File: config.mk
export PLATFORM = sky130hd
export DESIGN_NAME = decodeStage
export DESIGN_NICKNAME = d
export VERILOG_FILES = /design/src/hdl/procPkg.sv /design/src/hdl/decodeStage.sv
export SDC_FILE = /design/constraint.sdc
export NUM_CORES = 1
export LEC_CHECK = 0
export ABC_AREA = 1
export CAP_MARGIN = 20
export CORE_AREA = 2 2 56 58
export DETAILED_ROUTE_END_ITERATION = 8
export DIE_AREA = 0 0 58 60
export DONT_BUFFER_PORTS = 1
export PLACE_DENSITY = 0.37
export SLEW_MARGIN = 10
export SYNTH_ARGS = -nofsm -noshare
export SYNTH_HDL_FRONTEND = slang
export SYNTH_SLANG_ARGS = --single-unit
export TNS_END_PERCENT = 1
File: constraint.sdc
create_clock -name vclk -period 2.6
set_input_delay 0.65 -clock vclk [all_inputs]
set_output_delay 0.65 -clock vclk [all_outputs]
set_load 0.02 [all_outputs]
File: src/hdl/procPkg.sv
// fixed 16-bit core with 8 registers and 256-word memories; the all-zero word must decode as nop
package procPkg;

        ////////////////////////////////////////
        // widths and sizes
        localparam int dataWidth     = 16;
        localparam int regAddrWidth  = 3;
        localparam int imemDepth     = 256;        // words
        localparam int dmemDepth     = 256;        // words
        localparam int imemAddrWidth = $clog2(imemDepth);
        localparam int dmemAddrWidth = $clog2(dmemDepth);

        ////////////////////////////////////////
        // 5-bit opcodes
        // zero stays nop so flushed slots and reset values are bubbles
        localparam logic [4:0] opNop  = 5'b00000;
        localparam logic [4:0] opHalt = 5'b00001;
        localparam logic [4:0] opJ    = 5'b00100;
        localparam logic [4:0] opAddi = 5'b01000;
        localparam logic [4:0] opBeqz = 5'b01100;
        localparam logic [4:0] opSt   = 5'b10000;
        localparam logic [4:0] opLd   = 5'b10001;
        localparam logic [4:0] opSub  = 5'b11001;
        localparam logic [4:0] opAdd  = 5'b11011;

        // forwarding select codes, 2'b11 unused
        localparam logic [1:0] fwdReg   = 2'b00;
        localparam logic [1:0] fwdExMem = 2'b01;
        localparam logic [1:0] fwdWb    = 2'b10;

        ////////////////////////////////////////
        // instruction word, two views of the same 16 bits
        typedef struct packed {
                logic [4:0]              opcode;
                logic [regAddrWidth-1:0] rs;
                logic [regAddrWidth-1:0] rt;
                logic [regAddrWidth-1:0] rd;
                logic [1:0]              pad;       // ignored
        } rFormatT;

        typedef struct packed {
                logic [4:0]              opcode;
                logic [regAddrWidth-1:0] rs;
                logic [regAddrWidth-1:0] rd;        // also offset [7:5] for beqz and j
                logic [4:0]              imm5;
        } iFormatT;

        typedef union packed {
                rFormatT rFormat;
                iFormatT iFormat;
        } instrWord;

        typedef struct packed {
                logic regWrite;
                logic memRead;
                logic memWrite;
                logic memToReg;
                logic aluSrcImm;                    // b from imm
                logic aluSub;
                logic isBranch;                     // beqz
                logic isJump;
                logic isHalt;
                logic illegal;                      // rides to wb for err
        } ctrlBits;

        ////////////////////////////////////////
        // pipeline registers
        typedef struct packed {
                ctrlBits                 ctrl;
                logic [dataWidth-1:0]    pcPlus2;
                logic [dataWidth-1:0]    rsData;
                logic [dataWidth-1:0]    rtData;
                logic [dataWidth-1:0]    imm;
                logic [regAddrWidth-1:0] rs;
                logic [regAddrWidth-1:0] rt;
                logic [regAddrWidth-1:0] rd;
        } idExReg;

        typedef struct packed {
                ctrlBits                 ctrl;
                logic [dataWidth-1:0]    aluOut;
                logic [dataWidth-1:0]    storeData;
                logic [regAddrWidth-1:0] rd;
        } exMemReg;

        typedef struct packed {
                ctrlBits                 ctrl;
                logic [dataWidth-1:0]    aluOut;
                logic [dataWidth-1:0]    loadData;
                logic [regAddrWidth-1:0] rd;
        } memWbReg;

        typedef struct packed {
                logic                    valid;
                logic [regAddrWidth-1:0] regNum;
                logic [dataWidth-1:0]    data;
        } wbTrace;

endpackage

File: src/hdl/decodeStage.sv
// combinational decode of the 9-opcode subset; unknown opcodes flag illegal and decode as nop
`timescale 1ns/1ps

module decodeStage (
        input  procPkg::instrWord                    instr,
        input  logic [procPkg::dataWidth-1:0]        pcPlus2,
        input  logic [procPkg::dataWidth-1:0]        rsData,
        input  logic [procPkg::dataWidth-1:0]        rtData,
        output procPkg::idExReg                      decoded,
        output logic                                 illegal
);

        logic [7:0] offset;     // beqz and j displacement

        assign offset = {instr.iFormat.rd, instr.iFormat.imm5};

        always_comb begin
                decoded         = '0;
                illegal         = 1'b0;
                decoded.pcPlus2 = pcPlus2;
                decoded.rsData  = rsData;
                decoded.rtData  = rtData;
                decoded.rs      = instr.rFormat.rs;
                decoded.rt      = instr.rFormat.rt;     // st data lives here too
                decoded.rd      = instr.iFormat.rd;     // i-format default
                decoded.imm     = {{(procPkg::dataWidth-5){instr.iFormat.imm5[4]}},
                                   instr.iFormat.imm5};
                case (instr.rFormat.opcode)
                        procPkg::opAdd: begin
                                decoded.ctrl.regWrite = 1'b1;
                                decoded.rd            = instr.rFormat.rd;
                        end
                        procPkg::opSub: begin
                                decoded.ctrl.regWrite = 1'b1;
                                decoded.ctrl.aluSub   = 1'b1;   // rs minus rt
                                decoded.rd            = instr.rFormat.rd;
                        end
                        procPkg::opAddi: begin
                                decoded.ctrl.regWrite  = 1'b1;
                                decoded.ctrl.aluSrcImm = 1'b1;
                        end
                        procPkg::opLd: begin
                                decoded.ctrl.regWrite  = 1'b1;
                                decoded.ctrl.memRead   = 1'b1;
                                decoded.ctrl.memToReg  = 1'b1;
                                decoded.ctrl.aluSrcImm = 1'b1;  // rs + imm5
                        end
                        procPkg::opSt: begin
                                decoded.ctrl.memWrite  = 1'b1;
                                decoded.ctrl.aluSrcImm = 1'b1;
                        end
                        procPkg::opBeqz: begin
                                decoded.ctrl.isBranch = 1'b1;
                                decoded.imm = {{(procPkg::dataWidth-8){offset[7]}}, offset};
                        end
                        procPkg::opJ: begin
                                decoded.ctrl.isJump = 1'b1;
                                decoded.imm = {{(procPkg::dataWidth-8){offset[7]}}, offset};
                        end
                        procPkg::opHalt: begin
                                decoded.ctrl.isHalt = 1'b1;
                        end
                        procPkg::opNop: begin
                                decoded.ctrl = '0;
                        end
                        default: begin
                                illegal = 1'b1;         // control stays zero
                        end
                endcase
        end

endmodule

==> results.cfg, run 1 <==
[global_route]
grt_pass1_wl_microns = 1656
track_usage_pct = 6.444
first_global_vias = 298
antenna_found_initial = 0
grt.overflow.total = 0
grt_max_degree = 10

[synth]
synthCells = 113
synth.area.top_cells = buf_4, nand3_1, nand2_1
yosys.area.top_type = buf_4
synth_top_area_share_pct = 71.26
syn-cell-area_sq_um = 726.9
ys_types = 12
ys_warn_count = 0
ys_seq_area_share_pct = 0
syn_nets = 177
avgSynthCellArea_sq_um = 6.433

[drt]
avgViaCountPerCell = 4.321
drc = 0
totalWireLength_microns = 1388
route.vias.total = 337
first_iter_violations = 13
dr.pass1.iters = 4
drtAntennaViolNets = 0
wl_per_cell_microns = 17.79

[power]
power_leakage_nw = 0.1629
clockPowerShare_pct = 0
seq_power_share_pct = 0
net-switching-power_mw = 0.04346
combPwrFrac_pct = 100.0
p_per_area_nw_per_um2 = 203.3
switching_share_pct = 78.35
internal_power_mw = 0.01201
peakVddDrop_mv = 0.09351

[finish]
design_area_sq_um = 272.8
nets = 111
diodes = 0
clock_buffers = 0
seq_cells = 0
final_cell_count_no_fill = 78
area_growth_pct = -62.48
seqCellArea_sq_um = 0
post-route-util_pct = 9.397
drive_above_1_share_pct = 22.22
filler_cell_count = 349

[placed_design]
port_buffers = 0
dp_slack_ns = 0.5589
place_inst = 78
place_area_sq_um = 272.8
routabilityCongestion = 0.5764
dp.final_hpwl_microns = 1245

[timing]
setup_viol = 0
post-route-period-util_pct = 78.32
hold_violations = 0
setup_tns_ns = 0
timing.fmax_ghz = 0.4911
maxSlewViolCount = 0
rsz0062_at_grt = no
finalCriticalPeriod_ns = 2.036
setup_slack_ns = 0.5638

[setup_path]
crit_end = decoded[17]
cp-start-kind = primary input
crit_fanout = 9
startpoint = instr[12]
critPathRequiredTime_ns = 1.95
arrival_ns = 1.39
critical_path_class = in -> out
endpoint_kind = output pin

[floorplan]
row_count = 20
dieArea_sq_um = 3480
fp.dieW_microns = 58
coreArea_sq_um = 2903
start_util_pct = 25.04
die_h_microns = 60
io_pins = 148

[run_status]
status = complete, no violations

[min_path]
hp-start = rtData[4]
hold_path.class = in -> out

[cts]
cts_hold_buffers = 0
ctsResizeCount = 0
post_cts_buffers = 0

[flow_run]
maxCapViolCount = 0
## synthesized netlist by cell type, drive strengths merged
master,count
buf,69
inv,10
nand3b,1
o21ai,3
nor2,8
nand2,12
nand3,9
conb,1
## cell families after synthesis
group | count (synthesis) | synth area share [%]
AOI/OAI and AO/OA | 3 | 2.065
buffers and inverters | 79 | 76.42
other | 1 | 0.5159
and+or+nand+nor | 30 | 21.00
## cell usage in the layout, fill, tap and decap left out
cell type / count
inv_1: 8
nand3_1: 8
nand2_1: 8
nor2_1: 6
nand2_2: 4
o21ai_1: 3
inv_2: 2
nor2_2: 2
nand3_4: 1
nand3b_1: 1
conb_1: 1
buf_12: 1
## critical path, cell delays in order
cell and delay [ns]:
nor2_1 0.15, nand2_2 0.08, inv_2 0.09, nand2_2 0.07, nand2_2 0.08, nand2_2 0.06, buf_12 0.19
## how the worst min path moves through the flow
stage                     cells after the start     endpoint
after floorplan                               1  decoded[75]
after global placement                        0  decoded[26]
after detailed placement                      0  decoded[26]
after CTS                                     0  decoded[26]
after global routing                          0  decoded[55]
final                                         0  decoded[29]
## routing by layer
layer / GRT usage, % / up-vias / share of wire (%)
met3: 3.247 / 14 / 17
met5: 0 / - / 0
met2: 12.34 / 46 / 53
met4: 6.312 / 0 / 8.2
met1: 4.247 / 140 / 22
li1: - / 137 / -
## stage by stage
stage          hold WS, ns  power [mW]
5_1_grt              1.300     0.06078
2_1_floorplan        1.380      0.1923
3_5_place_dp         1.300     0.05612
6_report             1.300     0.05546
4_1_cts              1.300     0.05623
3_3_place_gp         1.300     0.05627
## layout make-up
cell class | count | area (sq um) | share of cell area, %
Timing Repair Buffer | 1 | 20.02 | 7.339
Inverter | 10 | 37.54 | 13.76
Tap cell | 33 | 41.29 | 15.14
Multi-Input combinational cell | 34 | 173.9 | 63.76
## power groups by stage
stage	clock, mW	sequential (mW)	combinational [mW]
2_1_floorplan	0	0	0.192
3_3_place_gp	0	0	0.0563
3_5_place_dp	0	0	0.0561
4_1_cts	0	0	0.0562
5_1_grt	0	0	0.0608
6_report	0	0	0.0555
Note: power is estimated with default switching activity, not from simulation.
==> run 2, diff against run 1 <==
--- a/config.mk
+++ b/config.mk
@@ -11,7 +11,7 @@
 export DETAILED_ROUTE_END_ITERATION = 8
 export DIE_AREA = 0 0 58 60
 export DONT_BUFFER_PORTS = 1
-export PLACE_DENSITY = 0.37
+export PLACE_DENSITY = 0.38
 export SLEW_MARGIN = 10
 export SYNTH_ARGS = -nofsm -noshare
 export SYNTH_HDL_FRONTEND = slang
==> constraint.sdc (replaced) <==
create_clock -name vclk -period 1.6
set_input_delay 0.4 -clock vclk [all_inputs]
set_output_delay 0.4 -clock vclk [all_outputs]
set_load 0.02 [all_outputs]
==> results.cfg, run 2 (synthesized netlist as in run 1, its figures left out) <==
[timing]
post-route-period-util_pct = 95.44
finalCriticalPeriod_ns = 1.527
maxSlewViolCount = 0
setup_viol = 0
timing.fmax_ghz = 0.6549
hold_slack_ns = 0.8000
hold_violations = 0

[placed_design]
dp.final_hpwl_microns = 1243
place_inst = 85
port_buffers = 0
routabilityCongestion = 0.6443

[drt]
met1Wirelength_microns = 388
dr_wl_met3_microns = 318
wl_per_cell_microns = 16.40
avgViaCountPerCell = 4.459
dr.pass1.iters = 4
totalWireLength_microns = 1394
drc = 0
routed.top_layer = met4
drtAntennaViolNets = 0
met2WireLength_microns = 602
route.vias.total = 379
first_iter_violations = 18

[power]
peakVddDrop_mv = 0.1539
power_leakage_nw = 0.1980
p_per_area_nw_per_um2 = 316.2

[finish]
nets = 118
final_cell_count_no_fill = 85
drive_above_1_share_pct = 34.62
clock_buffers = 0
mostFrequentLayoutCells = inv_1, nand3_1, nand2_1, buf_4, nor2_1
diodes = 0
seq_cells = 0
seqCellArea_sq_um = 0
area_growth_pct = -54.91
filler_cell_count = 352

[run_status]
status = complete, no violations

[min_path]
hold_path.class = in -> out

[flow_run]
maxCapViolCount = 0

[floorplan]
coreArea_sq_um = 2903
dieArea_sq_um = 3480
fp.dieW_microns = 58
start_util_pct = 25.04
row_count = 20
die_h_microns = 60
io_pins = 148

[setup_path]
cp-start-kind = primary input
critical_path_class = in -> out
crit_fanout = 9
endpoint_kind = output pin
arrival_ns = 1.13
critPathRequiredTime_ns = 1.20

[global_route]
antenna_found_initial = 0
grt.overflow.total = 0
first_global_vias = 374
grt_pass1_wl_microns = 1932
grt_max_degree = 10
track_usage_pct = 7.075

[cts]
post_cts_buffers = 0
## run 2: cell count changes in the layout (fill, tap and decap cells not counted), sizes merged
cell  before  now
buf        1    8
## run 2: area by class of cell
| class | instances | area (sq um) | share of cell area [%] |
|---|---|---|---|
| well taps | 33 | 41.29 | 12.60 |
| inverters | 10 | 37.54 | 11.45 |
| repair buffers | 8 | 72.57 | 22.14 |
| multi-input cells | 34 | 176.4 | 53.82 |
## run 2: path summary, 6_finish.rpt
path / startpoint / endpoint / slack (ns) / cells after the start
hold / removal: pcPlus2[11] / decoded[68] / 0.80 / 0
setup / recovery: instr[12] / decoded[19] / 0.07 / 7
## run 2: worst max-delay path: stages
cell and delay, ns:
nor2_2 0.13, nand2_2 0.07, inv_2 0.10, nand2_2 0.08, nand2_2 0.08, nand2_2 0.06, buf_12 0.19
## run 2: timing repair
item                                    in CTS  in global routing
resized for setup                            0                  1
hold buffers                                 0                  0
endpoints found under the setup margin       0                  9
## run 2: per-layer routing
layer / vias to the layer above / global-route usage (%)
li1: 152 / -
met1: 148 / 6.435
met2: 61 / 11.36
met3: 18 / 4.762
met4: 0 / 4.983
met5: - / 0
## run 2: report_power, final
group,leakage (nW),internal (mW),switching (mW)
logic,0.198,0.0302,0.0734
registers,0,0,0
clock network,0,0,0
total,0.198,0.0302,0.0734
## run 2: through the flow
stage | setup slack (ns) | total power [mW] | util (%) | setup TNS (ns) | cell area [sq um]
after CTS | 0.03793 | 0.1048 | 11.21 | 0 | 325.3
final | 0.07296 | 0.1036 | 11.29 | 0 | 327.8
after detailed placement | 0.04118 | 0.1046 | 11.21 | 0 | 325.3
after global routing | -0.001313 | 0.1128 | 11.29 | -0.008300 | 327.8
after global placement | 0.05495 | 0.1042 | 11.21 | 0 | 325.3
after floorplan | 0.03811 | 0.3132 | - | 0 | 729.5
==> run 3, diff against run 2 <==
--- a/config.mk
+++ b/config.mk
@@ -6,12 +6,13 @@
 export NUM_CORES = 1
 export LEC_CHECK = 0
 export ABC_AREA = 1
-export CAP_MARGIN = 20
+export CAP_MARGIN = 30
 export CORE_AREA = 2 2 56 58
 export DETAILED_ROUTE_END_ITERATION = 8
 export DIE_AREA = 0 0 58 60
 export DONT_BUFFER_PORTS = 1
 export PLACE_DENSITY = 0.38
+export RECOVER_POWER = 100
 export SLEW_MARGIN = 10
 export SYNTH_ARGS = -nofsm -noshare
 export SYNTH_HDL_FRONTEND = slang
==> results.cfg, run 3 (synthesized netlist as in run 1, its figures left out) <==
[power]
peakVddDrop_mv = 0.1523
power_leakage_nw = 0.1896
p_per_area_nw_per_um2 = 321.5

[setup_path]
startpoint = instr[12]
cp-start-kind = primary input
critPathRequiredTime_ns = 1.20
endpoint_kind = output pin
arrival_ns = 1.13
critical_path_class = in -> out
crit_fanout = 9

[drt]
wl_per_cell_microns = 16.45
route.vias.total = 379
totalWireLength_microns = 1398
avgViaCountPerCell = 4.459
dr.pass1.iters = 4
drc = 0
drtAntennaViolNets = 0
first_iter_violations = 18

[placed_design]
port_buffers = 0
dp_slack_ns = 0.04118
dp.final_hpwl_microns = 1243
routabilityCongestion = 0.6443

[floorplan]
dieArea_sq_um = 3480
die_h_microns = 60
start_util_pct = 25.04
row_count = 20
fp.dieW_microns = 58
coreArea_sq_um = 2903
io_pins = 148

[timing]
hold_violations = 0
finalCriticalPeriod_ns = 1.527
hold_slack_ns = 0.8000
setup_tns_ns = 0
setup_slack_ns = 0.07296
timing.fmax_ghz = 0.6549
post-route-period-util_pct = 95.44
maxSlewViolCount = 0
setup_viol = 0

[finish]
mostFrequentLayoutCells = inv_1, nand3_1, nand2_1, nor2_1, buf_4
drive_above_1_share_pct = 30.77
filler_cell_count = 354
area_growth_pct = -55.94
nets = 118
multi_input_area_sq_um = 176.4
seq_cells = 0
post-route-util_pct = 11.03
clock_buffers = 0
seqCellArea_sq_um = 0
diodes = 0

[global_route]
track_usage_pct = 7.075
first_global_vias = 374
grt_pass1_wl_microns = 1932
grt.overflow.total = 0
antenna_found_initial = 0
grt_max_degree = 10

[cts]
cts_hold_buffers = 0

[run_status]
status = complete, no violations

[min_path]
hold_path.class = in -> out
holdPathEnd = decoded[68]
hold_depth = 0
hp-start = pcPlus2[11]

[flow_run]
maxCapViolCount = 0
[run 3: how the worst max path moves through the flow]
stage	endpoint	slack [ns]
global route	decoded[23]	-0.001
floorplan	decoded[17]	0.04
finish	decoded[19]	0.07
CTS	decoded[19]	0.04
detailed placement	decoded[19]	0.04
global placement	decoded[19]	0.05
[run 3: timing repair]
| item | CTS | global route |
|---|---|---|
| setup buffers | 0 | 0 |
| setup endpoints to repair | 0 | 9 |
| endpoints found under the hold margin | 0 | 0 |
| resized for setup | 0 | 1 |
[run 3: per-stage QoR]
stage	total power, mW	area (sq um)	instances
2_1_floorplan	0.3132	729.5	113
4_1_cts	0.1048	325.3	85
5_1_grt	0.1121	320.3	85
3_3_place_gp	0.1042	325.3	85
3_5_place_dp	0.1046	325.3	85
6_report	0.1030	320.3	85
[run 3: critical path, stage by stage]
cell and delay, ns:
nor2_2 0.13, nand2_2 0.07, inv_2 0.10, nand2_2 0.08, nand2_2 0.08, nand2_2 0.06
buf_12 0.19
[run 3: power breakdown]
part           total [mW]  leakage [nW]  internal (mW)  switching (mW)
combinational       0.103         0.190         0.0295          0.0734
clock                   0             0              0               0
sequential              0             0              0               0
[run 3: area by class of cell]
| cell class | count | share of cell area (%) |
|---|---|---|
| Tap cell | 33 | 12.89 |
| Multi-Input combinational cell | 34 | 55.08 |
| Timing Repair Buffer | 8 | 20.31 |
| Inverter | 10 | 11.72 |
[run 3: layer usage]
layer  global-route usage [%]  up-vias  part of all wire [%]
li1                         -      152                     -
met1                    6.435      148                    28
met2                    11.36       61                    43
met3                    4.762       18                    23
met4                    4.983        0                   6.0
met5                        0        -                     0
